===== config.mk =====
export PLATFORM = sky130hd
export DESIGN_NAME = iwm
export DESIGN_NICKNAME = d
export VERILOG_FILES = /design/src/iwmBusPkg.sv /design/src/iwmDiskPkg.sv /design/src/iwmRegisters.sv /design/src/iwmWriteBuffer.sv /design/src/iwmWriteSerializer.sv /design/src/iwm.sv
export SDC_FILE = /design/constraint.sdc
export NUM_CORES = 1
export LEC_CHECK = 0
export ABC_AREA = 1
export BUFFER_PORTS_ARGS = -buffer_cell sky130_fd_sc_hd__clkbuf_2
export CAP_MARGIN = 10
export CORE_ASPECT_RATIO = 1.2
export CORE_MARGIN = 1.5
export CORE_UTILIZATION = 32
export DETAILED_ROUTE_END_ITERATION = 7
export SLEW_MARGIN = 20
export SYNTH_ARGS = -nofsm -noshare
export SYNTH_HDL_FRONTEND = slang
export SYNTH_SLANG_ARGS = --single-unit
export TNS_END_PERCENT = 50

===== constraint.sdc =====
create_clock -name fclk -period 1.98 [get_ports fclk]
set_input_delay 0.099 -clock fclk [delete_from_list [all_inputs] [get_ports fclk]]
set_output_delay 0.099 -clock fclk [all_outputs]
set_load 0.01 [all_outputs]

===== src/iwmBusPkg.sv =====
package iwmBusPkg;

	// ====================
	// State pseudo-register
	// ====================

	// Bit address taken from addr[3:1]
	// New bit value comes on addr[0]
	typedef enum logic [2:0] {
		statePhase0  = 3'd0,
		statePhase1  = 3'd1,
		statePhase2  = 3'd2,
		statePhase3  = 3'd3,
		stateMotorOn = 3'd4,
		stateDriveSel = 3'd5,
		stateQ6      = 3'd6,
		stateQ7      = 3'd7
	} stateAddr;

	// Read register chosen by {q7, q6}
	localparam logic [1:0] readData      = 2'b00;
	localparam logic [1:0] readStatus    = 2'b01;
	localparam logic [1:0] readHandshake = 2'b10;
	localparam logic [1:0] readWriteMode = 2'b11;

	// ====================
	// Mode and data word
	// ====================

	// Mode register layout with latch in bit 0
	typedef struct packed {
		logic spare;
		logic mzReset;
		logic test;
		logic clk8MHz;
		logic fast;
		logic timerOff;
		logic async;
		logic latch;
	} modeFields;

	// One bus write word
	// Mode view with motor off, data byte with motor on
	typedef union packed {
		modeFields  mode;
		logic [7:0] data;
	} hostWrite;

	// Latch, async and timer off set after reset
	localparam modeFields modeReset = 8'h07;

	localparam logic [7:0] allOnes = 8'hFF;

endpackage


===== src/iwmDiskPkg.sv =====
package iwmDiskPkg;

	// ====================
	// Write bit cell
	// ====================

	// Cell counter width in fclk cycles
	typedef logic [5:0] bitCellWidth;

	// Last timer value of a bit cell, indexed by {fast, clk8MHz}
	// Slow 7 MHz cell is 28 fclk, slow 8 MHz is 32
	// Fast mode halves both
	localparam bitCellWidth writeBitCellMax [0:3] = '{
		6'd27,
		6'd31,
		6'd13,
		6'd15
	};

	// ====================
	// Q7 filter
	// ====================

	// Rising side rejects short address glitches
	localparam int q7RiseWidth = 4;
	localparam logic [q7RiseWidth-1:0] q7RiseDefault = 4'd8;

	// Falling side rides through handshake polls
	// Q7 dips low for a few microseconds between data writes
	localparam int q7FallWidth = 7;
	localparam logic [q7FallWidth-1:0] q7FallDefault = 7'd100;

endpackage


===== src/iwmRegisters.sv =====
`timescale 1ns/100ps

module iwmRegisters (
	input  logic       fclk,
	input  logic       nRES,
	input  logic [3:0] addr,
	input  logic       nDeviceSelect,
	input  logic [7:0] dataIn,
	input  logic       sense,
	input  logic       bufferEmpty,
	input  logic       underrunN,
	output logic [7:0] dataOut,
	output logic [3:0] phase,
	output logic       q7,
	output logic       modeFast,
	output logic       mode8MHz,
	output logic       dataWrite,
	output logic [7:0] writeByte,
	output logic       driveEnabled,
	output logic       nEnbl1,
	output logic       nEnbl2
);
	import iwmBusPkg::*;

	stateAddr   bitAddr;
	logic       selected;
	logic       nDevSelDly;
	logic       selectEdge;
	logic       motorOn;
	logic       driveSel;
	logic       q6;
	logic       regWrite;
	hostWrite   hostWord;
	modeFields  modeReg;
	logic       enableActive;
	logic [7:0] statusByte;
	logic [7:0] handshakeByte;

	assign bitAddr = stateAddr'(addr[3:1]);
	assign selected = ~nDeviceSelect;

	// First low cycle of device select after a high one
	assign selectEdge = nDevSelDly & ~nDeviceSelect;

	// ====================
	// State pseudo-register
	// ====================
	always_ff @(posedge fclk or negedge nRES) begin
		if (!nRES) begin
			nDevSelDly <= 1'b1;
			phase <= 4'b0000;
			motorOn <= 1'b0;
			driveSel <= 1'b0;
			q6 <= 1'b0;
			q7 <= 1'b0;
		end else begin
			nDevSelDly <= nDeviceSelect;
			// Phases follow the bus level for the whole access
			if (selected) begin
				case (bitAddr)
					statePhase0: phase[0] <= addr[0];
					statePhase1: phase[1] <= addr[0];
					statePhase2: phase[2] <= addr[0];
					statePhase3: phase[3] <= addr[0];
					default: ;
				endcase
			end
			// Motor, drive, Q6 and Q7 only on the select edge
			// Odd/even addresses differ only in addr[0]
			if (selectEdge) begin
				case (bitAddr)
					stateMotorOn: motorOn <= addr[0];
					stateDriveSel: driveSel <= addr[0];
					stateQ6: q6 <= addr[0];
					stateQ7: q7 <= addr[0];
					default: ;
				endcase
			end
		end
	end

	// ====================
	// Mode and data write
	// ====================

	// Q7 Q6 A0 all set while selected
	assign regWrite = selected & q7 & q6 & addr[0];
	assign hostWord = hostWrite'(dataIn);

	// Motor on sends the byte to the write buffer
	// Strobe repeats for every selected cycle
	assign dataWrite = regWrite & motorOn;
	assign writeByte = hostWord.data;

	// Motor off loads the mode register
	always_ff @(posedge fclk or negedge nRES) begin
		if (!nRES) begin
			modeReg <= modeReset;
		end else if (regWrite && !motorOn) begin
			modeReg <= hostWord.mode;
		end
	end

	assign modeFast = modeReg.fast;
	assign mode8MHz = modeReg.clk8MHz;

	// Drive enables follow motor on directly
	assign nEnbl1 = ~(motorOn & ~driveSel);
	assign nEnbl2 = ~(motorOn & driveSel);
	assign enableActive = ~nEnbl1 | ~nEnbl2;
	assign driveEnabled = enableActive;

	// ====================
	// Read multiplexer
	// ====================
	assign statusByte = {sense, 1'b0, enableActive, modeReg[4:0]};
	assign handshakeByte = {bufferEmpty, underrunN, 6'b000000};

	// No read path, so data register reads as all ones
	always_comb begin
		case ({q7, q6})
			readStatus: dataOut = statusByte;
			readHandshake: dataOut = handshakeByte;
			readData, readWriteMode: dataOut = allOnes;
			default: dataOut = allOnes;
		endcase
	end

endmodule


===== src/iwmWriteBuffer.sv =====
`timescale 1ns/100ps

module iwmWriteBuffer (
	input  logic       fclk,
	input  logic       nRES,
	input  logic       dataWrite,
	input  logic [7:0] writeByte,
	input  logic       take,
	input  logic       underrunN,
	output logic [7:0] heldByte,
	output logic       bufferEmpty
);

	logic accept;

	// Host writes refused during underrun
	// Keeps a trailing stray byte off the drive
	assign accept = dataWrite & underrunN;

	// ====================
	// Empty flag
	// ====================

	// Host write wins over a take in the same cycle
	// The serializer still gets the old byte that cycle
	always_ff @(posedge fclk or negedge nRES) begin
		if (!nRES) begin
			bufferEmpty <= 1'b1;
		end else if (accept) begin
			bufferEmpty <= 1'b0;
		end else if (take) begin
			bufferEmpty <= 1'b1;
		end
	end

	// ====================
	// Held byte
	// ====================

	// Repeated strobes rewrite the same value
	always_ff @(posedge fclk) begin
		if (accept) begin
			heldByte <= writeByte;
		end
	end

endmodule


===== src/iwmWriteSerializer.sv =====
`timescale 1ns/100ps

module iwmWriteSerializer #(
	parameter logic [iwmDiskPkg::q7RiseWidth-1:0] Q7Rise = iwmDiskPkg::q7RiseDefault,
	parameter logic [iwmDiskPkg::q7FallWidth-1:0] Q7Fall = iwmDiskPkg::q7FallDefault
) (
	input  logic       fclk,
	input  logic       nRES,
	input  logic       q7,
	input  logic       modeFast,
	input  logic       mode8MHz,
	input  logic       driveEnabled,
	input  logic [7:0] heldByte,
	input  logic       bufferEmpty,
	output logic       take,
	output logic       underrunN,
	output logic       wrdata,
	output logic       nWrReq
);
	import iwmDiskPkg::*;

	logic [q7RiseWidth-1:0] riseCount;
	logic [q7FallWidth-1:0] fallCount;
	logic        q7Stable;
	logic        q7StableDly;
	logic        startWrite;
	logic        running;
	bitCellWidth cellMax;
	bitCellWidth bitTimer;
	logic [2:0]  bitsLeft;
	logic [7:0]  shifter;
	logic        cellWrap;
	logic        byteBoundary;

	// ====================
	// Q7 stability filter
	// ====================

	// High for Q7Rise+1 cycles to rise
	// Low for Q7Fall+1 cycles to fall
	always_ff @(posedge fclk or negedge nRES) begin
		if (!nRES) begin
			riseCount <= '0;
			fallCount <= '0;
			q7Stable <= 1'b0;
		end else if (q7) begin
			fallCount <= '0;
			if (!q7Stable) begin
				if (riseCount < Q7Rise) begin
					riseCount <= riseCount + 1'b1;
				end else begin
					q7Stable <= 1'b1;
				end
			end
		end else begin
			riseCount <= '0;
			if (q7Stable) begin
				if (fallCount < Q7Fall) begin
					fallCount <= fallCount + 1'b1;
				end else begin
					q7Stable <= 1'b0;
				end
			end
		end
	end

	always_ff @(posedge fclk or negedge nRES) begin
		if (!nRES) begin
			q7StableDly <= 1'b0;
		end else begin
			q7StableDly <= q7Stable;
		end
	end

	// Init cycle right after the filter rises
	assign startWrite = q7Stable & ~q7StableDly;
	assign running = q7Stable & q7StableDly;

	// ====================
	// Bit timer
	// ====================
	assign cellMax = writeBitCellMax[{modeFast, mode8MHz}];
	assign cellWrap = running & (bitTimer == cellMax);

	// Eighth wrap since the last load
	assign byteBoundary = cellWrap & (bitsLeft == 3'd0);
	assign take = byteBoundary & ~bufferEmpty;

	always_ff @(posedge fclk or negedge nRES) begin
		if (!nRES) begin
			bitTimer <= '0;
			bitsLeft <= 3'd7;
		end else if (startWrite) begin
			bitTimer <= '0;
			bitsLeft <= 3'd7;
		end else if (cellWrap) begin
			bitTimer <= '0;
			// Wraps from 0 back to 7 at the byte boundary
			bitsLeft <= bitsLeft - 3'd1;
		end else if (running) begin
			bitTimer <= bitTimer + 1'b1;
		end
	end

	// Sync preamble of all ones, then host bytes MSB first
	always_ff @(posedge fclk) begin
		if (startWrite) begin
			shifter <= 8'hFF;
		end else if (take) begin
			shifter <= heldByte;
		end else if (cellWrap) begin
			shifter <= {shifter[6:0], 1'b0};
		end
	end

	// ====================
	// Output and underrun
	// ====================

	// One bit is a transition early in the cell
	// Underrun parks wrdata low on the same edge
	always_ff @(posedge fclk or negedge nRES) begin
		if (!nRES) begin
			underrunN <= 1'b1;
			wrdata <= 1'b0;
		end else if (!q7Stable) begin
			underrunN <= 1'b1;
			wrdata <= 1'b0;
		end else if (byteBoundary && bufferEmpty) begin
			underrunN <= 1'b0;
			wrdata <= 1'b0;
		end else if (!underrunN) begin
			wrdata <= 1'b0;
		end else if (running && bitTimer == 6'd1 && shifter[7]) begin
			wrdata <= ~wrdata;
		end
	end

	// Request only with a confirmed write, live data and a selected drive
	assign nWrReq = ~(q7Stable & underrunN & driveEnabled);

endmodule


===== src/iwm.sv =====
`timescale 1ns/100ps

module iwm #(
	parameter logic [iwmDiskPkg::q7RiseWidth-1:0] Q7Rise = iwmDiskPkg::q7RiseDefault,
	parameter logic [iwmDiskPkg::q7FallWidth-1:0] Q7Fall = iwmDiskPkg::q7FallDefault
) (
	input  logic       fclk,
	input  logic       nRES,
	// Host bus
	input  logic [3:0] addr,
	input  logic       nDeviceSelect,
	input  logic [7:0] dataIn,
	output logic [7:0] dataOut,
	// Drive side
	input  logic       sense,
	output logic       wrdata,
	output logic [3:0] phase,
	output logic       nWrReq,
	output logic       nEnbl1,
	output logic       nEnbl2
);

	logic       q7;
	logic       modeFast;
	logic       mode8MHz;
	logic       dataWrite;
	logic [7:0] writeByte;
	logic       driveEnabled;
	logic       bufferEmpty;
	logic       underrunN;
	logic [7:0] heldByte;
	logic       take;

	// ====================
	// Host registers
	// ====================
	iwmRegisters registers (
		.fclk(fclk),
		.nRES(nRES),
		.addr(addr),
		.nDeviceSelect(nDeviceSelect),
		.dataIn(dataIn),
		.sense(sense),
		.bufferEmpty(bufferEmpty),
		.underrunN(underrunN),
		.dataOut(dataOut),
		.phase(phase),
		.q7(q7),
		.modeFast(modeFast),
		.mode8MHz(mode8MHz),
		.dataWrite(dataWrite),
		.writeByte(writeByte),
		.driveEnabled(driveEnabled),
		.nEnbl1(nEnbl1),
		.nEnbl2(nEnbl2)
	);

	// One byte between host and serializer
	iwmWriteBuffer writeBuffer (
		.fclk(fclk),
		.nRES(nRES),
		.dataWrite(dataWrite),
		.writeByte(writeByte),
		.take(take),
		.underrunN(underrunN),
		.heldByte(heldByte),
		.bufferEmpty(bufferEmpty)
	);

	// ====================
	// Write serializer
	// ====================
	iwmWriteSerializer #(
		.Q7Rise(Q7Rise),
		.Q7Fall(Q7Fall)
	) writeSerializer (
		.fclk(fclk),
		.nRES(nRES),
		.q7(q7),
		.modeFast(modeFast),
		.mode8MHz(mode8MHz),
		.driveEnabled(driveEnabled),
		.heldByte(heldByte),
		.bufferEmpty(bufferEmpty),
		.take(take),
		.underrunN(underrunN),
		.wrdata(wrdata),
		.nWrReq(nWrReq)
	);

endmodule


* Word-level counts from Yosys, hierarchy flattened
Cells that the tools add are included.
W data, S select, Z words.
** Word-level totals
- Register bits after elaboration :: 55
- Input port bits :: 16
- Output and inout bits :: 16
- Logic and storage cells :: 128
** Operators by class
- Equal/unequal tests :: 16
- Muxes and demuxes :: 30
- Bitwise operators :: 25
- Reduce and logical (&&, ||, !) cells :: 25
- Magnitude comparators :: 3
- Add/sub/neg operators :: 4
** Operator list (number)
- $mux W6 :: 5
- $pmux W8 S3 :: 1
- $mux W7 :: 3
- $reduce_and A2 Y1 :: 10
- $mux W8 :: 2
- $and A1 B1 Y1 :: 15
- $mux W1 :: 13
- $bmux W6 S2 :: 1
- $eq A3 B3 Y1 const B :: 4
- $mux W4 :: 3
- $reduce_bool A2 Y1 :: 5
- $not A1 Y1 :: 8
- $add A7 B1 Y7 const B :: 1
- $lt A7 B7 Y1 const B :: 1
- $add A6 B1 Y6 const B :: 1
- $eq A3 B2 Y1 const B :: 2
- $eq A6 B1 Y1 const B :: 1
- $eq A6 B6 Y1 :: 1
- $logic_not A3 Y1 :: 2
- $mux W3 :: 2
- $add A4 B1 Y4 const B :: 1
- $eq A2 B2 Y1 const B :: 2
- $logic_and A1 B1 Y1 :: 4
- $lt A4 B4 Y1 const B :: 1
- 13 further kinds :: 14

* Depth between registers and ports, before layout
- Depth after elaboration :: 10
- Gate-level depth with buffers :: 10
- Mapped depth without buffers :: 10

* Hierarchy
Synthesis repeated with hierarchy kept, for this count alone.
** Second synthesis, totals
- Cells, all modules :: 352
- Area total of the unflattened synthesis :: 2947.8 um^2
** By module, submodules not included
- iwmWriteSerializer :: area each 1836.8 um^2, cells each 226, seq. area each 765.7 um^2, times used 1
- iwmRegisters :: area each 827.0 um^2, cells each 113, seq. area each 355.3 um^2, times used 1
- iwmWriteBuffer :: area each 284.0 um^2, cells each 13, seq. area each 266.5 um^2, times used 1

* Worst setup path after synthesis
OpenSTA, ideal clock, no wires.
- Kind :: register to output
- Start point :: register registers.q7
- End point :: output dataOut[3]
- Path buffers :: 2
- Required time :: 1.881 ns
- Data arrival time :: 1.414 ns
- Stages on the path, launching flop included :: 8
- Setup slack :: 0.467 ns
- Cell sequence :: dfrtp_1 buf_4 inv_1 buf_2 ha_1 inv_1 nand2_1 o21ai_0
** On the way
- Cells in the longest elaborated chain, start to end :: 3
** RTL lines
- from (decl) :: line iwmRegisters.sv:14 : output logic q7,
- from (signal assigned) :: line iwmRegisters.sv:75 : stateQ7: q7 <= addr[0];
- $eq A2 B2 Y1 or $logic_not A2 Y1 (tied branches) :: line iwmRegisters.sv:121 : case ({q7, q6})
- $reduce_or A2 Y1 :: line iwmRegisters.sv:121
- $pmux W8 S3 (*) :: line iwmRegisters.sv:121
- to (decl) :: line iwm.sv:13 : output logic [7:0] dataOut,
Every way passes the cells marked *; elsewhere a longest branch is shown, timed or not.

* Worst setup path in the final report
- Start point :: register registers.q7
- End point :: output dataOut[4]
The elaborated chain is that of the path after synthesis.

==> qor.yml <==
run_status:
  outcome: "completed"
finish:
  diodes: 0
  fin_nets: 388
  syn_to_final_growth_pct: 17.9
  drive_above_1_share_pct: 19.7
  nFillCells: 863
synthesis:
  synth-edff-count: 8
  yosysSeqAreaShare_pct: 50.2
  synth_nets: 342
  netlist_area_mm2: 0.00276
  ys_async_sr_fraction_pct: 70.9
  synthSimpleGateAreaFrac_pct: 23.1
  ys_types: 39
  synth_top_family_by_area: "simple AND/OR/NAND/NOR gates"
  synth_warnings: 0
  synth_fa_ha_area_share_pct: 3.62
  synth_flop_cell: "dfrtp_1"
  syn_area_per_cell_um2: 8.69
  synth_xor_xnor_area_share_pct: 1.58
  synth.ff_latch_count: 55
  syn_inst: 318
  synthMuxAreaShare_pct: 1.99
  synth_compound_area_share_pct: 11.3
sta:
  tightest_slew_ps: 555
  finalHoldViolCount: 0
  fin_skew_ps: 14.7
  slew-limit-headroom_pct: 62.6
  fin_crit_ps: 1800
  finalCritPeriodShare_pct: 90.8
  finalSetupViolCount: 0
  timing.fmax_ghz: 0.556
  grt_setup_unrepaired: "no"
  final-max-slew-violation-count: 0
  fin_tns_setup_ps: 0
setup_path:
  crit_buf_inv: 3
  path_delay_family: "flip-flops"
  cp_cell_sequence: "inv_1 > ha_1 > inv_1 > nand2_2 > o21ai_0 > clkbuf_2"
  cp-start-kind: "register"
  cp-end-kind: "output port"
  cpPeakStageDelay_ps: 390
  cpMostUsedCell: "inv_1"
  cp_slowest_cell: "dfrtp_1"
  path_max_fanout: 8
  critical_path_required_ps: 1880
  cp.arrival_ps: 1700
  worstSetupPathType: "reg2out"
floorplanning:
  rows: 36
  initial_core_util_pct: 33.5
  dieArea_mm2: 0.00921
  ioPinCount: 32
  core_area_mm2: 0.00824
  die_h_um: 105
  die_w_um: 87.8
power:
  leakage_nw: 1.63
  comb_power_share_pct: 27.5
  switching_share_pct: 32.8
  p_int_mw: 2.16
  pwr-share-clk_pct: 22.7
  vdd_ir_drop_max_mv: 0.337
  p_seq_share_pct: 49.7
  switching_power_mw: 1.05
  p_per_area_mw_per_mm2: 988
  p_total_mw: 3.22
global_routing:
  grt_pass1_wl_mm: 9.96
  use_met3_pct: 2.69
  grt_max_degree: 40
  gr-max-usage-layer: "met2"
  grt_pass1_vias: 2157
  grtUsageTotal_pct: 13.8
  met1_usage_pct: 17.5
  grt.met2_usage_pct: 23.1
  grt_overflow: 0
  antenna_found_initial: 0
clock_tree:
  clk_root_buffer_cell: "clkbuf_8"
  numCtsBuffers: 5
  clk_pin_slew_ps: 100
  tritoncts: "done"
  clock_latency_ps: 310
  htree_levels: 2
  clockBufferDepth: 2
  cts_num_sinks: 55
route:
  initialDrtViolationCount: 95
  drc: 0
  finalWirelength_mm: 5.82
  firstDrtPassIters: 4
  ant_nets: 0
  vias: 2190
  wl_per_cell_um: 12.1
  vias_per_cell: 4.57
flow_run:
  maxCapViolations: 0
place:
  io_buffers: 31
  dp_hpwl_mm: 4.44
  gp_congestion: 0.808
min_path:
  hp-class: "in2reg"
## cell type report
cell class	count	area (um^2)	share of cell area, %
inverter	48	181	5.57
sequential	55	1390	42.6
multi-input combinational	209	1150	35.4
clock buffer	6	72.6	2.23
tap	114	143	4.38
timing repair buffer	45	283	8.68
clock inverter	2	37.5	1.15
## routing by layer
metal	wire, um	part of all wire (%)
met2	2890	50
met3	166	2.9
met5	0	0
met1	2670	46
met4	97	1.7
## Yosys cell counts (6+ instances only)
cell	instances	share of area [%]
ha_1	8	3.6
inv_1	43	5.8
nor2_1	24	3.3
nand3_1	19	3.4
dfrtp_1	30	27
a21oi_1	15	2.7
dfxtp_1	8	5.8
nand4_1	6	1.4
o21ai_0	17	3.1
nand2_1	80	11
o311ai_0	7	2.2
edfxtp_1	8	8.7
dfstp_2	9	8.6
## path summary, 6_finish.rpt
check,startpoint,end,slack [ps],cells past startpoint
worst max-delay path,registers.q7,dataOut[4],180,6
worst min-delay path,dataIn[4],writeBuffer.heldByte[4],30,1
worst max register to register,writeSerializer.q7Stable,writeSerializer.wrdata,360,9
worst min register to register,writeSerializer.shifter[3],writeSerializer.shifter[3],470,2
max in group asynchronous,nRES,writeBuffer.bufferEmpty,1240,3
min in group asynchronous,nRES,writeSerializer.riseCount[0],380,3
## power by group through the flow
stage	Sequential [mW]	Clock, mW	Combinational [mW]
CTS	1.60	0.763	0.893
finish	1.60	0.732	0.885
floorplan	1.57	0	0.614
global placement	1.62	0	0.860
global route	1.64	0.812	1.01
detailed placement	1.62	0	0.876
## metrics by stage
step	util [%]	cell area [um^2]	hold WS [ps]	setup slack [ps]	std cells
3_5_place_dp	37.1	3060	197	353	462
5_1_grt	39.5	3260	15.4	58.3	479
4_1_cts	39.5	3260	20.6	65.9	479
3_3_place_gp	37.1	3060	199	379	462
2_1_floorplan	-	2760	-197	467	318
6_report	39.5	3260	34.9	183	479
## cell families (layout without fill, tap and decap cells)
group,count (synthesis),count (layout)
and+or+nand+nor,141,141
DFF,55,55
buffers and inverters,54,101
AOI/OAI and AO/OA,51,51
adders and majority gates,8,8
xor gates and xnor gates,5,5
muxes,4,4
## cell usage in the layout (no fill, tap or decap), types with 2 or more instances in the layout
cell           instances
a31oi_1                2
a21oi_1               15
buf_4                  5
inv_2                  4
mux2_4                 3
nand2_2                4
inv_1                 43
xor2_1                 4
edfxtp_1               8
nand2_1               79
clkbuf_8               5
dlygate4sd3_1          9
nor3_1                 3
o311ai_0               7
clkbuf_2              31
dfstp_2                9
o21ai_0               17
o21ai_1                4
nand4_1                6
nor2_1                24
dfxtp_1                8
nand3_1               19
dfrtp_1               30
ha_1                   8
## registers in the layout, summed over array words and instances, names as in the netlist
name,cells
registers.modeReg,3
writeBuffer.heldByte,8
registers.mode8MHz,1
writeSerializer.q7StableDly,1
writeSerializer.bitTimer,6
registers.modeFast,1
registers.q6,1
registers.motorOn,1
writeSerializer.bitsLeft,3
writeSerializer.fallCount,7
registers.phase,4
writeSerializer.shifter,8
writeSerializer.underrunN,1
writeSerializer.q7Stable,1
registers.driveSel,1
writeBuffer.bufferEmpty,1
registers.q7,1
writeSerializer.riseCount,4
registers.nDevSelDly,1
writeSerializer.wrdata,1
## timing repair
action,CTS,global route
gates resized for setup,0,1
hold endpoints to repair,38,0
setup buffers,0,0
hold buffers,9,0
endpoints found under the setup margin,0,2
(Power assumes the default switching activity.)
